`config.mk`:
```
export PLATFORM = sky130hd
export DESIGN_NAME = pixel_fifo
export DESIGN_NICKNAME = d
export VERILOG_FILES = /design/src/draw_pkg.sv /design/src/pixel_fifo.sv
export VERILOG_INCLUDE_DIRS = /design/src /design/src/include
export SDC_FILE = /design/constraint.sdc
export NUM_CORES = 1
export LEC_CHECK = 0
export ABC_CLOCK_PERIOD_IN_PS = 4550
export BUFFER_PORTS_ARGS = -buffer_cell sky130_fd_sc_hd__buf_4
export CAP_MARGIN = 20
export CORE_MARGIN = 2
export CORE_UTILIZATION = 48
export DETAILED_ROUTE_END_ITERATION = 8
export GPL_ROUTABILITY_DRIVEN = 0
export PLACE_DENSITY = 0.66
export SLEW_MARGIN = 10
export SYNTH_ARGS = -nofsm -noshare
export SYNTH_HDL_FRONTEND = slang
export SYNTH_SLANG_ARGS = --single-unit
```
`constraint.sdc`:
```
create_clock -name clk -period 4.55 [get_ports clk]
set_clock_uncertainty 0.1 [all_clocks]
set_input_delay 0.2275 -clock clk [delete_from_list [all_inputs] [get_ports clk]]
set_output_delay 0.2275 -clock clk [all_outputs]
set_load 0.1 [all_outputs]
```
`src/include/draw_params.svh`:
```
`ifndef DRAW_PARAMS_SVH
`define DRAW_PARAMS_SVH

// screen geometry.
`define DRAW_SCREEN_W 160
`define DRAW_SCREEN_H 120

// pixel FIFO between producer and writer.
`define DRAW_FIFO_DEPTH 8

// coordinate and colour widths.
`define DRAW_X_W 8
`define DRAW_Y_W 7
`define DRAW_C_W 3

`endif

```
`src/draw_pkg.sv`:
```
`include "draw_params.svh"

package draw_pkg;

	typedef struct packed {
		logic [`DRAW_X_W-1:0] x;
		logic [`DRAW_Y_W-1:0] y;
		logic [`DRAW_C_W-1:0] colour;
	} pixel_t;

	// end of shape, same width as a pixel.
	typedef struct packed {
		logic [`DRAW_X_W+`DRAW_Y_W+`DRAW_C_W-1:0] count;
	} marker_t;

	typedef union packed {
		pixel_t  pixel;
		marker_t marker;
	} payload_u;

	typedef struct packed {
		logic     is_marker;          // selects the view of payload.
		payload_u payload;
	} fifo_entry_t;

	typedef struct packed {
		logic [`DRAW_X_W-1:0] x;
		logic [`DRAW_Y_W-1:0] y;
	} rd_port_t;

endpackage

```
`src/pixel_fifo.sv`:
```
`timescale 1ns/1ps
`include "draw_params.svh"

module pixel_fifo (
	input  logic                  clk,
	input  logic                  rst_n,
	input  logic                  push,
	input  draw_pkg::fifo_entry_t wr_entry,
	input  logic                  pop,
	output draw_pkg::fifo_entry_t rd_entry,
	output logic                  full,
	output logic                  empty
);

	localparam int DEPTH = `DRAW_FIFO_DEPTH;
	localparam int AW = $clog2(DEPTH);

	draw_pkg::fifo_entry_t mem [DEPTH];
	logic [AW-1:0]         wr_ptr, rd_ptr;
	logic [AW:0]           count, count_next;
	logic                  do_push, do_pop;

	function automatic logic [AW-1:0] ptr_inc(input logic [AW-1:0] p);
		return (p == AW'(DEPTH - 1)) ? '0 : p + 1'b1;
	endfunction

	assign do_push = push && !full;
	assign do_pop = pop && !empty;
	assign rd_entry = mem[rd_ptr];        // head of queue.

	always_comb begin
		count_next = count;
		if (do_push && !do_pop)
			count_next = count + 1'b1;
		else if (do_pop && !do_push)
			count_next = count - 1'b1;
	end

	always_ff @(posedge clk or negedge rst_n) begin
		if (!rst_n) begin
			wr_ptr <= '0;
			rd_ptr <= '0;
			count <= '0;
			full <= 1'b0;
			empty <= 1'b1;
		end else begin
			if (do_push)
				wr_ptr <= ptr_inc(wr_ptr);
			if (do_pop)
				rd_ptr <= ptr_inc(rd_ptr);
			count <= count_next;
			full <= (count_next == (AW+1)'(DEPTH));
			empty <= (count_next == '0);
		end
	end

	always_ff @(posedge clk) begin
		if (do_push)
			mem[wr_ptr] <= wr_entry;
	end

endmodule

```
### Word level (Yosys, flattened, before mapping)

Memory sizes are Yosys's and may differ from the RTL's.
Index checks and enable logic that the tools add are counted.

* register bits after elaboration: 12
* memory bits (writable): 152
* output and inout bits: 21
* memories: 1

* add/subtract/negate cells: 4
* eq/ne operators: 3
* mux-type cells: 6
* reductions and logical operators: 9

Memories
* mem: words 8, bits a word 19, rd ports 1, clocked after memory_dff 0, write ports 1, line pixel_fifo.sv:18 `draw_pkg::fifo_entry_t mem [DEPTH];`

Operators with widths (number)
* 2-to-1 mux 4 bit: 2
* adder 3 x 1 -> 3 bit, second input constant: 2
* equality test 3 bit, second input constant: 2
* 2-to-1 mux 3 bit: 2
* adder 4 x 1 -> 4 bit, second input constant: 1
* equality test 4 bit, second input constant: 1
* logical AND 1 bit: 4
* logical NOT 1 bit: 4
* logical NOT 4 bit: 1
* subtractor 4 x 1 -> 4 bit, second input constant: 1
* 2-to-1 mux 1 bit: 2

### Logic depth before layout (Yosys ltp)

Gate-level depths: netlist (run 1).

* depth after elaboration: 7
* gate-level depth with buffers: 6

### Least setup slack after synthesis (run 1)

OpenSTA, ideal clock, no wires.

* kind: flip-flop to flip-flop
* start: register full
* end: memory mem[0][0] in the netlist's numbering (enable)
* setup time: 0.443 ns
* data arrival time: 3.166 ns
* required time: 4.007 ns
* setup slack: 0.840 ns
* stages on the path, launching flop included: 4
* buffers on the path: 1
* cells stage by stage: dfrtp_1 nand2b_1 clkbuf_1 nor4_1

* longest elaborated chain between the ends: 4

Ends and longest elaborated chain
* start, declared: line pixel_fifo.sv:11 `output logic full,`
* start signal, assigned: line pixel_fifo.sv:52 `full <= (count_next == (AW+1)'(DEPTH));`
* logical NOT 1 bit: line pixel_fifo.sv:27 `assign do_push = push && !full;`
* logical AND 1 bit: line pixel_fifo.sv:27
* 2-to-1 mux 1 bit: line pixel_fifo.sv:58 `if (do_push)`
* 2-to-1 mux 1 bit (implied by the code): line pixel_fifo.sv:59 `mem[wr_ptr] <= wr_entry;`
* end, declared: line pixel_fifo.sv:18

No other way between the ends.

==> results of run 1 <==
## repair_timing
action / in CTS / in global routing
hold endpoints to repair: 164 / 0
hold buffers: 20 / 0
endpoints found under the setup margin: 0 / 0
## per-stage QoR
step	setup WS, ns	cells	hold WS (ns)	util
floorplan	0.840	304	-0.168	-
global placement	1.80	519	-0.0203	0.534
detailed placement	1.79	519	-0.0187	0.534
CTS	1.32	571	0.0519	0.595
global route	1.23	571	0.0686	0.595
finish	1.41	571	0.0727	0.595
## worst max-delay path by stage
| stage | from | to | slack [ns] | cells past startpoint |
|---|---|---|---|---|
| 2_1_floorplan | full$_DFF_PN0_ | mem[0][0]$_DFFE_PP_ | 0.84 | 3 |
| 3_3_place_gp | rd_ptr[0]$_DFFE_PN0P_ | rd_entry[17] | 1.80 | 4 |
| 3_5_place_dp | rd_ptr[0]$_DFFE_PN0P_ | rd_entry[2] | 1.79 | 4 |
| 4_1_cts | rd_ptr[0]$_DFFE_PN0P_ | rd_entry[2] | 1.32 | 4 |
| 5_1_grt | rd_ptr[0]$_DFFE_PN0P_ | rd_entry[2] | 1.23 | 4 |
| 6_report | rd_ptr[0]$_DFFE_PN0P_ | rd_entry[2] | 1.41 | 4 |
## metal layers
metal  up-vias  global-route usage  part of all wire
met2        87               0.273              0.50
met1      1597               0.222              0.43
met5         -                   0                 0
met4         0              0.0719             0.019
met3        19              0.0472             0.054
li1       1422                   -                 -
## cell families (layout without fill, tap and decap cells)
family,after synthesis,in the layout,share of synthesized area
adder cells (fa/ha/maj),6,6,0.0115
flip-flops,164,164,0.746
AND/OR/NAND/NOR,45,45,0.0357
buffers and inverters,19,110,0.0184
XOR/XNOR,2,2,0.00269
multiplexers,57,57,0.173
AO/OA/AOI/OAI,11,11,0.0121
## sequential cells by signal (all words and copies together) (netlist names)
signal  cells
full        1
wr_ptr      3
count       4
empty       1
rd_ptr      3
mem       152
## placed cells by master, fill, tap and decap left out, types with 5 or more instances in the layout
cell type / count
edfxtp_1: 152
buf_4: 54
mux4_2: 22
dlygate4sd3_1: 20
mux2_2: 19
clkbuf_16: 17
mux4_1: 16
nand2_1: 16
dfrtp_1: 10
ha_1: 6
clkinvlp_4: 5
## critical path, stage by stage, from the launching register on
cell and delay (ns):
dfrtp_2 0.75, buf_4 0.48, mux4_1 0.61, mux2_2 0.30
buf_4 0.24
## cell type report
cell class / count / area, um^2
clock inverters: 15 / 179
fillers: 965 / 5360
clock buffers: 17 / 425
multi-input cells: 121 / 1570
inverters: 4 / 15.0
repair buffers: 74 / 606
flip-flops and latches: 164 / 4870
well taps: 176 / 220
==> parameters.txt, run 1 <==
Parameter                              Value

GRT
  Overflow after GRT ... 0
  Maximum number of pins on one net before global-route repair ... 23
  Number of antenna violations at the first check in global routing ... 0
  GRT Resource Usage Total ... 0.171
  Via count of the first global-routing pass ... 3199
  Wire length of the first global-routing pass ... 17.5 mm

Final layout
  Number of antenna cells inserted ... 0
  Area Growth Syn to Fin ... 20.9%
  # nets final ... 411
  Share of final-layout standard cells stronger than drive strength 1 ... 0.344
  Finished Cell Area ... 7880 um^2

Worst setup path
  Arr. time, crit path ... 2.81 ns
  Highest net fanout along the worst path ... 22
  Startpoint type of the worst setup path ... flop
  Startpoint of the most critical register-to-register path ... full$_DFF_PN0_
  Nature of the critical path endpoint ... output pin
  R2R cell count ... 3
  Flop2flop setup slack ... 2.04 ns
  Reg-to-Reg End ... mem[6][2]$_DFFE_PP_
  Worst endpoint required time ... 4.22 ns
  Startpoint-to-endpoint class of the critical path ... flop to output pin

Logic synthesis
  Most numerous cell types in the synthesized netlist ... edfxtp_1, mux4_2, mux2_2
  Most instantiated flip-flop cell in the synthesis netlist ... edfxtp_1
  Count of yosys warnings during synthesis ... 0
  Top-area cell type share of the netlist area ... 0.700
  Synthesized cell area ... 6520 um^2
  Most area-hungry cell type in the Yosys netlist ... edfxtp_1
  Register area share after synthesis ... 0.746
  Gate count of the mapped netlist ... 304
  Cell with the most instances after synthesis ... edfxtp_1
  Number of flip-flops and latches in the synthesized netlist ... 164
  Syn_nets ... 333
  Post-synth EDFFs ... 152
  Post-synth ARST share ... 0.0732
  Synth area leaders ... edfxtp_1, mux4_2, mux4_1
  Number of distinct library cells after synthesis ... 32
  Syn avg cell area ... 21.4 um^2

STA
  Number of hold violations in the final report ... 0
  Normalized max-slew margin ... 0.353
  Sum of negative setup slack ... 0 ns
  Setup violators final ... 0
  Final worst path period need ... 3.14 ns
  Max Transition Viols Final ... 0
  Ratio of final minimum period to clock period ... 0.690
  Setup repair after global routing missed its margin ... no
  Pin slew with the least headroom to its limit ... 0.965 ns
  Max Freq ... 318 MHz

Die
  Core ar. ... 13200 um^2
  Die area ... 14500 um^2
  Top-level I/O count ... 44
  Floorplan row count ... 42
  Initial Utilization ... 0.492
  Die Height ... 121 um
  Die Span X ... 121 um

Placed design
  Total half-perimeter wirelength after legalization and detailed placement ... 6.52 mm
  Area after detailed placement ... 7080 um^2
  Quantity of I/O buffers inserted on ports ... 43

Clock tree
  Insertion delay of the later-clocked pin in the worst-skew pair ... 0.42 ns
  Number of clock buffers inserted by TritonCTS ... 17
  CTS sink count ... 164
  Count of instances resized after the clock tree is built ... 0
  CTS tree ... yes
  Maximum buffer depth of the clock tree ... 2
  Number of buffers inserted by post-CTS setup repair ... 0
  Clk slew on worst S/H paths ... 0.06 ns
  CTS Root Cell ... clkbuf_16
  H-tree levels ... 4

Worst hold path
  Hold Path Class ... input port to async pin

Run status
  Run status ... finished, final reports clean

Detailed routing
  Via total after detailed routing ... 3125
  Final routed DRC violation total ... 0
  DR vias/cell ... 5.47
  Routed length per placed instance ... 19.8 um
  Number of violations reported at the end of detailed-routing iteration 0 ... 216
  Antenna Nets Post-Route ... 0
  Total Wirelength ... 11.3 mm
  Router iterations before antenna repair ... 4

Flow run
  Max-cap viol count ... 0
Power of run 1 is not shown: default switching activity piles up to over one toggle a cycle in this logic, so the estimate is an artifact.
==> run 2: changes to the inputs <==
ABC_CLOCK_PERIOD_IN_PS = 3300   (was 4550)
clock period = 3.3 ns   (was 4.55 ns; I/O delays follow)
==> run 2 against run 1 <==
  * Die area stayed put
  * Cell count is 0.18% higher
  * Sequential cell count stayed put
  * Register-to-register slack worse by 0.77 ns
  * Via count is 1.2% higher
  * Global-route usage is 0.29 points lower
  * Sequential share of layout area is 0.30 points higher
  * Non-clock buffer count is 3 higher
  * Core utilization is 0.28 points lower
  * Critical path type unchanged
  * Largest cell class unchanged
==> parameters.txt, run 2 (synthesis gave the netlist of run 1 again) <==
Parameter                              Value

Detailed routing
  Via total after detailed routing ... 3163 (was 3125)
  Length of routed met2 wiring ... 5.53 mm (was 5.62 mm)
  Number of violations reported at the end of detailed-routing iteration 0 ... 183 (was 216)
  Final routed DRC violation total ... 0 (unchanged)
  Met1 WL ... 5.18 mm (was 4.87 mm)
  DR vias/cell ... 5.53 (was 5.47)
  Routed length per placed instance ... 20.0 um (was 19.8 um)
  Antenna Nets Post-Route ... 0 (unchanged)
  Total Wirelength ... 11.4 mm (was 11.3 mm)
  Metal3 WL ... 498 um (was 612 um)
  Router iterations before antenna repair ... 4 (unchanged)
  Highest routed layer ... met4 (unchanged)

Worst setup path
  Startpoint-to-endpoint class of the critical path ... flop to output pin (unchanged)
  Highest net fanout along the worst path ... 16 (was 22)
  Worst endpoint required time ... 3.03 ns (was 4.22 ns)
  Arr. time, crit path ... 2.28 ns (was 2.81 ns)
  Nature of the critical path endpoint ... output pin (unchanged)
  Startpoint type of the worst setup path ... flop (unchanged)

Clock tree
  Maximum buffer depth of the clock tree ... 2 (unchanged)
  CTS sink count ... 164 (unchanged)
  Number of buffers inserted by post-CTS setup repair ... 0 (unchanged)
  Number of hold-repair buffers added at the cts stage ... 20 (unchanged)
  CTS tree ... yes (unchanged)
  H-tree levels ... 4 (unchanged)
  Number of clock buffers inserted by TritonCTS ... 17 (unchanged)
  Count of instances resized after the clock tree is built ... 0 (unchanged)
  Insertion delay of the later-clocked pin in the worst-skew pair ... 0.41 ns (was 0.42 ns)
  CTS Root Cell ... clkbuf_16 (unchanged)
  Clk slew on worst S/H paths ... 0.06 ns (about the same)

STA
  Sum of negative setup slack ... 0 ns (unchanged)
  Max Transition Viols Final ... 0 (unchanged)
  Worst hold margin ... 0.0264 ns (was 0.0727 ns)
  Final worst path period need ... 2.55 ns
  Max Freq ... 392 MHz
  Setup repair after global routing missed its margin ... no (unchanged)
  Normalized max-slew margin ... 0.517 (was 0.353)
  Setup violators final ... 0 (unchanged)
  Pin slew with the least headroom to its limit ... 0.723 ns (was 0.965 ns)
  Worst Slack Setup Final ... 0.751 ns (was 1.41 ns)
  Number of hold violations in the final report ... 0 (unchanged)
  Ratio of final minimum period to clock period ... 0.772

Final layout
  Leading cell types in the layout, fill and taps excluded ... edfxtp_1, buf_4, mux4_2, dlygate4sd3_1, mux2_2 (unchanged)
  Most common library cell in the layout ignoring fill and taps ... edfxtp_1 (unchanged)
  Top flop regs ... mem x152, count x4 (unchanged)
  Share of final-layout standard cells stronger than drive strength 1 ... 0.338 (was 0.344)
  Number of antenna cells inserted ... 0 (unchanged)
  Area Growth Syn to Fin ... 20.3% (was 20.9%)
  # nets final ... 414 (was 411)
  Number of flip-flops in the largest register ... 152 (unchanged)
  Final Non-Filler Cells ... 572 (was 571)
  Largest Register ... mem (unchanged)

Die
  Initial Utilization ... 0.492 (unchanged)
  Die Height ... 121 um (unchanged)
  Top-level I/O count ... 44 (unchanged)
  Core ar. ... 13200 um^2 (unchanged)
  Die Span X ... 121 um (unchanged)
  Floorplan row count ... 42 (unchanged)
  Die area ... 14500 um^2 (unchanged)

GRT
  Wire length of the first global-routing pass ... 17.4 mm (was 17.5 mm)
  Maximum number of pins on one net before global-route repair ... 31 (was 23)
  GRT Resource Usage Total ... 0.168 (was 0.171)
  Via count of the first global-routing pass ... 3193 (was 3199)
  Number of antenna violations at the first check in global routing ... 0 (unchanged)
  Overflow after GRT ... 0 (unchanged)

Worst hold path
  Hold Path Class ... input port to async pin (unchanged)

Placed design
  Total half-perimeter wirelength after legalization and detailed placement ... 6.33 mm (was 6.52 mm)
  Quantity of I/O buffers inserted on ports ... 43 (unchanged)
  Post-placement setup slack ... 1.16 ns (was 1.79 ns)
  Number of placed instances, taps included ... 522 (was 519)

Flow run
  Max-cap viol count ... 0 (unchanged)

Run status
  Run status ... finished, final reports clean (unchanged)
## run 2: changes by cell type in the layout (fill, tap and decap cells not counted), moves of 2 or more
cell        delta
clkinv_4       +2
buf_4          +2
clkbuf_1       +2
bufinv_16      -2
clkinvlp_4     -4
clkinv_2       +3
inv_6          -4
## run 2: per-stage QoR
stage,util,area [um^2]
after detailed placement,0.538,7120
after CTS,0.592,7840
after global placement,0.538,7120
final,0.592,7840
after floorplan,-,6530
after global routing,0.592,7840
## run 2: path summary, 6_finish.rpt
check	from	to	slack, ns	depth (start not counted)
min reg2reg	rd_ptr[0]$_DFFE_PN0P_	rd_ptr[0]$_DFFE_PN0P_	0.45	1
max reg2reg	full$_DFF_PN0_	full$_DFF_PN0_	1.27	4
min in group clk	pop	rd_ptr[2]$_DFFE_PN0P_	0.14	4
max in group asynchronous	rst_n	empty$_DFF_PN1_	2.84	2
max	rd_ptr[0]$_DFFE_PN0P_	rd_entry[12]	0.75	4
min	rst_n	count[3]$_DFF_PN0_	0.03	2
## run 2: layout make-up
class                           instances  area, um^2
Tap cell                              176         220
Inverter                                4        15.0
Clock inverter                         11        90.1
Clock buffer                           19         433
Multi-Input combinational cell        121        1580
Timing Repair Buffer                   77         641
Sequential cell                       164        4870
Fill cell                             990        5400
## run 2: layer usage
layer,up-vias,GRT usage
met2,69,0.264
met3,20,0.0429
li1,1425,-
met1,1649,0.226
met5,-,0
met4,0,0.0669
## run 2: worst max-delay path, stage by stage (launching register included)
cell	delay [ns]
dfrtp_2	0.40
buf_4	0.33
mux4_1	0.60
mux2_2	0.29
buf_4	0.23
Power of run 2 is left out for the same reason.
