File: src/include/draw_params.svh
`ifndef DRAW_PARAMS_SVH
`define DRAW_PARAMS_SVH

// screen geometry.
`define DRAW_SCREEN_W 160
`define DRAW_SCREEN_H 120

// pixel FIFO between producer and writer.
`define DRAW_FIFO_DEPTH 8

// coordinate and colour widths.
`define DRAW_X_W 8
`define DRAW_Y_W 7
`define DRAW_C_W 3

`endif

File: src/draw_pkg.sv
`include "draw_params.svh"

package draw_pkg;

	typedef struct packed {
		logic [`DRAW_X_W-1:0] x;
		logic [`DRAW_Y_W-1:0] y;
		logic [`DRAW_C_W-1:0] colour;
	} pixel_t;

	// end of shape, same width as a pixel.
	typedef struct packed {
		logic [`DRAW_X_W+`DRAW_Y_W+`DRAW_C_W-1:0] count;
	} marker_t;

	typedef union packed {
		pixel_t  pixel;
		marker_t marker;
	} payload_u;

	typedef struct packed {
		logic     is_marker;          // selects the view of payload.
		payload_u payload;
	} fifo_entry_t;

	typedef struct packed {
		logic [`DRAW_X_W-1:0] x;
		logic [`DRAW_Y_W-1:0] y;
	} rd_port_t;

endpackage

File: src/circle_engine.sv
`timescale 1ns/1ps
`include "draw_params.svh"

module circle_engine (
	input  logic             clk,
	input  logic             rst_n,
	input  logic             start,
	input  logic             stall,
	input  draw_pkg::pixel_t centre,
	input  logic [7:0]       radius,
	output draw_pkg::pixel_t point,
	output logic             plot,
	output logic             done
);

	localparam logic [1:0] S_IDLE = 2'd0;
	localparam logic [1:0] S_RUN  = 2'd1;
	localparam logic [1:0] S_FIN  = 2'd2;
	localparam logic [1:0] S_WAIT = 2'd3;

	logic [1:0]          state;
	logic [2:0]          octant;
	logic [`DRAW_X_W-1:0] ox, oy, ox_next, oy_next;
	logic [`DRAW_X_W-1:0] dx, dy;
	logic signed [10:0]  crit, crit_next, diff;
	draw_pkg::pixel_t    ctr;

	// ------------------------------------------------------------
	// midpoint step, taken after the eighth reflection
	// ------------------------------------------------------------
	always_comb begin
		oy_next = oy + 1'b1;
		diff = '0;
		if (crit <= 0) begin
			ox_next = ox;
			crit_next = crit + $signed({2'b00, oy_next, 1'b1});  // + 2y + 1.
		end else begin
			ox_next = ox - 1'b1;
			diff = $signed({3'b000, oy_next}) - $signed({3'b000, ox_next});
			crit_next = crit + $signed({diff[9:0], 1'b1});       // + 2(y - x) + 1.
		end
	end

	// odd octants swap the offsets, the rest is sign selection.
	assign dx = octant[0] ? oy : ox;
	assign dy = octant[0] ? ox : oy;

	always_comb begin
		point.colour = ctr.colour;
		point.x = (octant[2] ^ octant[1]) ? ctr.x - dx : ctr.x + dx;
		point.y = octant[2] ? ctr.y - dy[`DRAW_Y_W-1:0] : ctr.y + dy[`DRAW_Y_W-1:0];
	end

	assign plot = (state == S_RUN) && !stall;
	assign done = (state == S_FIN);

	always_ff @(posedge clk or negedge rst_n) begin
		if (!rst_n) begin
			state <= S_IDLE;
			octant <= '0;
			ox <= '0;
			oy <= '0;
			crit <= '0;
		end else begin
			case (state)
				S_IDLE: if (start) begin
					state <= S_RUN;
					octant <= '0;
					ox <= radius;
					oy <= '0;
					crit <= 11'sd1 - $signed({3'b000, radius});
				end
				S_RUN: if (!start) begin
					state <= S_IDLE;              // aborted.
				end else if (!stall) begin
					octant <= octant + 1'b1;
					if (octant == 3'd7) begin
						ox <= ox_next;
						oy <= oy_next;
						crit <= crit_next;
						if (oy_next > ox_next)
							state <= S_FIN;       // past the diagonal.
					end
				end
				S_FIN: state <= S_WAIT;
				S_WAIT: if (!start) state <= S_IDLE;
				default: state <= S_IDLE;
			endcase
		end
	end

	always_ff @(posedge clk) begin
		if (state == S_IDLE && start)
			ctr <= centre;
	end

endmodule

File: src/reuleaux_producer.sv
`timescale 1ns/1ps
`include "draw_params.svh"

module reuleaux_producer (
	input  logic                  clk,
	input  logic                  rst_n,
	input  logic                  start,
	input  logic [`DRAW_C_W-1:0]  colour,
	input  draw_pkg::pixel_t      centre,
	input  logic [7:0]            diameter,
	input  logic                  full,
	output logic                  push,
	output draw_pkg::fifo_entry_t entry
);

	localparam logic [2:0] S_IDLE = 3'd0;
	localparam logic [2:0] S_ARC1 = 3'd1;
	localparam logic [2:0] S_ARC2 = 3'd2;
	localparam logic [2:0] S_ARC3 = 3'd3;
	localparam logic [2:0] S_MARK = 3'd4;
	localparam logic [2:0] S_HOLD = 3'd5;

	logic [2:0]           state;
	logic                 gap;
	logic [17:0]          count;
	logic [13:0]          d37;
	logic [`DRAW_Y_W-1:0] top_rise, bot_drop, top_y, bot_y;
	logic [`DRAW_X_W-1:0] left_x, right_x;
	logic                 in_arc, in_mask, keep;
	logic                 eng_start, eng_plot, eng_done;
	draw_pkg::pixel_t     arc_centre, eng_point;

	// ------------------------------------------------------------
	// triangle vertices
	// ------------------------------------------------------------
	assign d37 = {6'd0, diameter} * 14'd37;
	assign top_rise = d37[12:6];
	assign bot_drop = d37[13:7];
	assign top_y = centre.y - top_rise;
	assign bot_y = centre.y + bot_drop;
	assign left_x = centre.x - {1'b0, diameter[7:1]};
	assign right_x = centre.x + {1'b0, diameter[7:1]};

	always_comb begin
		arc_centre.colour = colour;
		arc_centre.x = centre.x;
		arc_centre.y = top_y;
		case (state)
			S_ARC2: begin
				arc_centre.x = left_x;
				arc_centre.y = bot_y;
			end
			S_ARC3: begin
				arc_centre.x = right_x;
				arc_centre.y = bot_y;
			end
			default: ;
		endcase
	end

	assign in_arc = (state == S_ARC1) || (state == S_ARC2) || (state == S_ARC3);
	assign eng_start = in_arc && !gap;    // one low cycle between arcs.

	circle_engine u_engine (
		.clk    (clk),
		.rst_n  (rst_n),
		.start  (eng_start),
		.stall  (full),
		.centre (arc_centre),
		.radius (diameter),
		.point  (eng_point),
		.plot   (eng_plot),
		.done   (eng_done)
	);

	// region of the triangle each arc belongs to.
	always_comb begin
		case (state)
			S_ARC1: in_mask = eng_point.y > bot_y;
			S_ARC2: in_mask = (eng_point.x >= centre.x) && (eng_point.y <= bot_y);
			S_ARC3: in_mask = (eng_point.x < centre.x) && (eng_point.y <= bot_y);
			default: in_mask = 1'b0;
		endcase
	end

	assign keep = eng_plot && in_mask;

	always_comb begin
		push = 1'b0;
		entry = '0;
		if (in_arc) begin
			push = keep;
			entry.payload.pixel = eng_point;
		end else if (state == S_MARK) begin
			push = start && !full;
			entry.is_marker = 1'b1;
			entry.payload.marker.count = count;
		end
	end

	always_ff @(posedge clk or negedge rst_n) begin
		if (!rst_n) begin
			state <= S_IDLE;
			gap <= 1'b0;
			count <= '0;
		end else begin
			gap <= eng_done;
			if (keep)
				count <= count + 1'b1;
			case (state)
				S_IDLE: if (start) begin
					state <= S_ARC1;
					count <= '0;
				end
				S_ARC1: state <= !start ? S_IDLE : eng_done ? S_ARC2 : S_ARC1;
				S_ARC2: state <= !start ? S_IDLE : eng_done ? S_ARC3 : S_ARC2;
				S_ARC3: state <= !start ? S_IDLE : eng_done ? S_MARK : S_ARC3;
				S_MARK: state <= !start ? S_IDLE : !full ? S_HOLD : S_MARK;
				S_HOLD: state <= start ? S_HOLD : S_IDLE;
				default: state <= S_IDLE;
			endcase
		end
	end

endmodule

File: config.mk
export PLATFORM = sky130hd
export DESIGN_NAME = reuleaux_producer
export DESIGN_NICKNAME = d
export VERILOG_FILES = /design/src/draw_pkg.sv /design/src/circle_engine.sv /design/src/reuleaux_producer.sv
export VERILOG_INCLUDE_DIRS = /design/src /design/src/include
export SDC_FILE = /design/constraint.sdc
export NUM_CORES = 1
export LEC_CHECK = 0
export ABC_AREA = 1
export ABC_CLOCK_PERIOD_IN_PS = 11920
export BUFFER_PORTS_ARGS = -buffer_cell sky130_fd_sc_hd__buf_2
export CORE_MARGIN = 3
export CORE_UTILIZATION = 30
export CTS_CLUSTER_DIAMETER = 80
export DETAILED_ROUTE_END_ITERATION = 10
export GPL_TIMING_DRIVEN = 0
export HOLD_SLACK_MARGIN = 0.15
export PLACE_DENSITY = 0.46
export SLEW_MARGIN = 5
export SYNTH_ARGS = -nofsm -noshare
export SYNTH_HDL_FRONTEND = slang
export SYNTH_HIERARCHICAL = 1
export SYNTH_SLANG_ARGS = --single-unit
File: constraint.sdc
create_clock -name clk -period 11.92 [get_ports clk]
set_clock_uncertainty 0.15 [all_clocks]
set_input_delay 1.788 -clock clk [delete_from_list [all_inputs] [get_ports clk]]
set_output_delay 1.788 -clock clk [all_outputs]
set_load 0.03 [all_outputs]
---- Word level (Yosys, flattened, before mapping) ----
Index checks and enable logic that the tools add are counted.
W data, S select, Z words.
word-level totals
  logic and storage cells ................. 123
  output and inout bits ................... 20
  bits in registers ....................... 72
  input port bits ......................... 33
cells by class
  order comparisons ....................... 6
  reductions and logical operators ........ 17
  add/subtract/negate cells ............... 16
  bitwise gates (word level) .............. 1
  muxes and demuxes ....................... 53
  $mul .................................... 1
  equal/unequal tests ..................... 18
operators with widths
  cell                     number
  $mux W8                  11
  $mux W18                 4
  $mux W11                 5
  $pmux W8 S2              2
  $pmux W15 S2             1
  $mux W3                  8
  $add A11 B10 Y11         2
  $pmux W11 S2             1
  $mux W19                 1
  $add A18 B1 Y18 const B  1
  $mux W2                  9
  $pmux W3 S6              1
  $add A7 B7 Y7            2
  $mul A8 B6 Y14 const B   1
  $mux W7                  2
  $sub A7 B7 Y7            2
  $le A11 B1 Y1 const B    1
  $reduce_and A5 Y1        2
  $eq A3 B3 Y1 const B     3
  $ne A3 B3 Y1 const B     3
  $sub A1 B8 Y9 const A    1
  $sub A8 B8 Y9            1
  $add A8 B1 Y8 const B    1
  $add A8 B7 Y8            1
  other kinds (28)         46

---- Depth between registers and ports, before layout ----
  word-level depth ........................ 10
  depth in mapped cells ................... 35
  gate-level depth less buffers ........... 34

---- Cells and area by module ----
The synthesis kept the hierarchy.
by module, submodules not included
  module             area each (um2)  cells an instance  instances  seq. area each (um2)
  circle_engine      4576.9           643                1          1341.3
  reuleaux_producer  3716.1           575                1          550.5

---- Least setup slack after synthesis ----
OpenSTA, ideal clock, no wires.
  path type ............................... in2out
  from .................................... input diameter[4]
  to ...................................... output push
  arrival ................................. 6.235 ns
  buffers on the path ..................... 0
  cell stages on the path ................. 28
  required time ........................... 9.982 ns
  path slack .............................. 3.747 ns
  path through ............................ ha_1 ha_1 fa_1 ha_1 a21oi_1 xor2_1 inv_1 ha_1 fa_1 nand3_1 nand2_1 a21oi_1 o21bai_1 xor2_1 inv_1 nand2_1 nand2_1 ha_1 nand2_1 nor2_1 nand2_1 nand2_1 a21oi_1 nand3_2 nand2_2 nand2_2 inv_1 or2_2
between the ends
  longest elaborated chain between the ends .. 7
  elaborated cells on any way between the ends .. 9
  classes of those cells .................. add/sub: 1; mul: 1; order compare: 2; mux: 2; reduce/logical: 3
ends and longest elaborated chain
  what                                           RTL line                                          RTL
  start: declaration                             reuleaux_producer.sv:10                           input logic [7:0] diameter,
  $mul A8 B6 Y14 *                               reuleaux_producer.sv:36                           assign d37 = {6'd0, diameter} * 14'd37;
  $add A7 B7 Y7 *                                reuleaux_producer.sv:40                           assign bot_y = centre.y + bot_drop;
  $le A7 B7 Y1                                   reuleaux_producer.sv:80, reuleaux_producer.sv:81
  $logic_and A1 B1 Y1, on equally long branches  reuleaux_producer.sv:81, reuleaux_producer.sv:80
  $pmux W1 S3 *                                  reuleaux_producer.sv:78                           case (state)
  $logic_and A1 B1 Y1 *                          reuleaux_producer.sv:86                           assign keep = eng_plot && in_mask;
  $mux W1 *                                      reuleaux_producer.sv:91                           if (in_arc) begin
  end: declaration                               reuleaux_producer.sv:12                           output logic push,
Every way passes the cells marked *; elsewhere a longest branch is shown, timed or not.

---- Final worst setup path ----
  from .................................... input diameter[6]
  to ...................................... output push
The elaborated chain is that of the path after synthesis.

==> qor.tcl <==
set qor(grt_start_max_net_pins) 55
set qor(cts.path.max_buffers) 2
set qor(seq_total_area_yosys) 0.2281
set qor(finalCriticalPeriod_ns) 9.241
set qor(synth.avg_cell_area_sq_um) 6.809
set qor(wire_length_of_the_first_global_routing_pass_mm) 39.46
set qor(drt-pass1-iter-count) 5
set qor(worstPathRequired_ns) 9.98
set qor(wl_mm) 24.96
set qor(multi_input_comb_area_sq_mm) 0.005538
set qor(net_count_synth) 1365
set qor(transition_time_at_the_pin_with_the_least_slew_margin_ns) 0.8003
set qor(achievable-frequency_mhz) 108.2
set qor(ys_types) 49
set qor(worst_setup_path_start_kind) {input port}
set qor(top_level_ports) 53
set qor(fillCellCount) 2987
set qor(detail_route.wl_per_cell_microns) 15.36
set qor(grt_setup_unrepaired) {no}
set qor(hold_viol) 0
set qor(route.detailed.vias_per_inst) 4.910
set qor(place_congestion) 0.8687
set qor(setup-violations-final) 0
set qor(cts_resized) 0
set qor(ys_dominant_reg_cell) {sky130_fd_sc_hd__dfrtp_1}
set qor(antenna_left) 0
set qor(cts_root_buf) {sky130_fd_sc_hd__clkbuf_16}
set qor(max_cap_violations) 0
set qor(iter_0_drt_violations) 437
set qor(drc_errors) 0
set qor(hpwl_mm) 20.31
set qor(worst-setup-path-type) {in2out}
set qor(run_status) {completed}
set qor(antenna-diode-count) 0
set qor(cp_common_cell) {sky130_fd_sc_hd__ha_1}
set qor(initial_utilization) 0.3069
set qor(dr_total_vias) 7979
set qor(worst-path-max-fanout) 9
set qor(grt_overflow_total) 0
set qor(die-area_sq_mm) 0.02967
set qor(htreeDepth) 3
set qor(area_delta_synth_final_pct) 11.74
set qor(maxSlewHeadroom) 0.4665
set qor(netlist_area_sq_mm) 0.008293
set qor(seqCellArea_sq_mm) 0.001892
set qor(worst_hold_path_type) {reg2reg}
set qor(via_count_of_the_first_global_routing_pass) 7520
set qor(horizontal_die_dimension_microns) 172.3
set qor(ys.warnings.count) 6
set qor(cts.reportedPaths.clkPinSlew_ns) 0.07
set qor(tritoncts_clock_tree) {built}
set qor(crit_path_top_delay_cell) {sky130_fd_sc_hd__fa_1}
set qor(min_period_over_period) 0.7753
set qor(crit_arrival_ns) 7.30
set qor(drive_above_1_share) 0.08255
set qor(max_stage_delay_ns) 0.49
set qor(clock_sink_count) 72
set qor(clkLatencyLatePin_ns) 0.35
set qor(final_nets) 1426
set qor(synth-seq-cells) 72
set qor(number_of_synthesized_flops_with_an_enable_pin) 18
set qor(synth_cells) 1218
set qor(timing.setup.tns_ns) 0
set qor(die_height_microns) 172.3
set qor(place.port_buffers) 49
set qor(async_reset_ff_frac) 0.7500
set qor(cts_buffers) 9
set qor(grt_use_total) 0.1695
set qor(hold_fix_buffer_count_after_cts) 0
set qor(floorplan.core_area_sq_mm) 0.02703
set qor(cts_post_setup_buffers_inserted) 0
set qor(row_count) 60
set qor(endpoint_kind) {output port}
set qor(grt_antenna_before_repair) 0
set qor(slew_violations) 0
==> cell families (layout without fill, tap and decap cells) <==
group	count (synthesis)	count (layout)	synth area share
AND/OR/NAND/NOR	534	534	0.2735
AO/OA/AOI/OAI	223	223	0.1506
buffers and inverters	216	282	0.1044
adder cells (fa/ha/maj)	114	114	0.1811
flip-flops	72	72	0.2281
XOR/XNOR	59	59	0.06231
==> critical path, delay by kind of cell <==
| kind | cells | cell delay, ns |
|---|---|---|
| fa+ha+maj | 7 | 2.40 |
| simple gates | 11 | 1.13 |
| compound gates | 4 | 0.73 |
| buf+inv | 5 | 0.71 |
| xor+xnor | 2 | 0.55 |
==> routing by layer <==
| layer | vias up | global-route usage | share of wire |
|---|---|---|---|
| met3 | 37 | 0.02263 | 0.034 |
| li1 | 4124 | - | - |
| met2 | 139 | 0.2777 | 0.46 |
| met4 | 0 | 0.05588 | 0.023 |
| met1 | 3679 | 0.2311 | 0.49 |
| met5 | - | 0 | 0 |
==> registers in the layout, indices dropped and copies added, names as in the netlist, named ones only <==
| name | flops |
|---|---|
| u_engine/ox | 8 |
| u_engine/state | 1 |
| u_engine/point | 3 |
| state | 3 |
| count | 18 |
| u_engine/oy | 8 |
| u_engine/octant | 3 |
| u_engine/ctr | 15 |
| u_engine/crit | 11 |
| gap | 1 |
==> cells in the mapped netlist, types with 2 or more instances <==
| master | count | share of area |
|---|---|---|
| sky130_fd_sc_hd__a21o_1 | 5 | 0.0045 |
| sky130_fd_sc_hd__a21oi_1 | 83 | 0.050 |
| sky130_fd_sc_hd__a22oi_1 | 3 | 0.0027 |
| sky130_fd_sc_hd__a2bb2oi_1 | 5 | 0.0053 |
| sky130_fd_sc_hd__a31oi_1 | 5 | 0.0038 |
| sky130_fd_sc_hd__buf_1 | 2 | 0.00091 |
| sky130_fd_sc_hd__buf_2 | 9 | 0.0054 |
| sky130_fd_sc_hd__buf_4 | 5 | 0.0045 |
| sky130_fd_sc_hd__buf_6 | 3 | 0.0041 |
| sky130_fd_sc_hd__clkbuf_1 | 6 | 0.0027 |
| sky130_fd_sc_hd__clkinv_1 | 2 | 0.00091 |
| sky130_fd_sc_hd__dfrtp_1 | 54 | 0.16 |
| sky130_fd_sc_hd__edfxtp_1 | 18 | 0.065 |
| sky130_fd_sc_hd__fa_1 | 10 | 0.024 |
| sky130_fd_sc_hd__ha_1 | 104 | 0.16 |
| sky130_fd_sc_hd__inv_1 | 186 | 0.084 |
| sky130_fd_sc_hd__inv_2 | 2 | 0.00091 |
| sky130_fd_sc_hd__nand2_1 | 281 | 0.13 |
| sky130_fd_sc_hd__nand2_2 | 2 | 0.0015 |
| sky130_fd_sc_hd__nand3_1 | 92 | 0.056 |
| sky130_fd_sc_hd__nand3_2 | 2 | 0.0024 |
| sky130_fd_sc_hd__nand3b_1 | 5 | 0.0045 |
| sky130_fd_sc_hd__nand4_1 | 15 | 0.011 |
| sky130_fd_sc_hd__nor2_1 | 107 | 0.048 |
| sky130_fd_sc_hd__nor2_2 | 2 | 0.0015 |
| sky130_fd_sc_hd__nor2_4 | 2 | 0.0027 |
| sky130_fd_sc_hd__nor3_1 | 15 | 0.0091 |
| sky130_fd_sc_hd__o21a_1 | 7 | 0.0063 |
| sky130_fd_sc_hd__o21ai_0 | 77 | 0.046 |
| sky130_fd_sc_hd__o21ai_1 | 10 | 0.0060 |
| sky130_fd_sc_hd__o21bai_1 | 6 | 0.0054 |
| sky130_fd_sc_hd__o22ai_1 | 11 | 0.0083 |
| sky130_fd_sc_hd__o31ai_1 | 4 | 0.0036 |
| sky130_fd_sc_hd__or2_2 | 6 | 0.0045 |
| sky130_fd_sc_hd__xnor2_1 | 16 | 0.017 |
| sky130_fd_sc_hd__xor2_1 | 43 | 0.045 |
==> per-stage QoR <==
stage,setup slack [ns],cells,hold WS [ns],util,instance area [sq um]
2_1_floorplan,3.747,1218,0.3281,-,8293
3_3_place_gp,2.596,1608,0.3756,0.3317,8965
3_5_place_dp,2.594,1609,0.3654,0.3325,8985
4_1_cts,2.574,1625,0.3857,0.3429,9266
5_1_grt,2.261,1625,0.4068,0.3429,9266
6_report,2.679,1625,0.3834,0.3429,9266
==> cell usage in the layout (no fill, tap or decap), drive strengths merged, types with 43 or more instances in the layout <==
cell / n
xor2: 43
inv: 191
buf: 69
a21oi: 85
nand2: 284
nand3: 94
ha: 104
nor2: 111
dfrtp: 54
o21ai: 88
==> final timing paths <==
check	startpoint	endpoint	slack, ns	cells past startpoint
worst max-delay path	diameter[6]	push	2.68	29
worst min-delay path	count[15]	count[15]	0.38	2
worst max register to register	u_engine/octant[0]	count[14]	7.40	26
worst min register to register	count[15]	count[15]	0.38	2
max in group asynchronous	rst_n	u_engine/state[0]	9.71	1
min in group asynchronous	rst_n	count[7]	1.35	1
==> cell type report <==
cell class,count,share of cell area
well taps,341,0.04604
clock inverters,6,0.004591
multi-input cells,930,0.5976
repair buffers,50,0.02836
clock buffers,10,0.02579
flip-flops and latches,72,0.2042
plain buffers,25,0.01580
inverters,191,0.07764
Power is left out: the tool's default activity adds up to more than one toggle a clock period on the data nets, which glitch-free logic cannot reach.
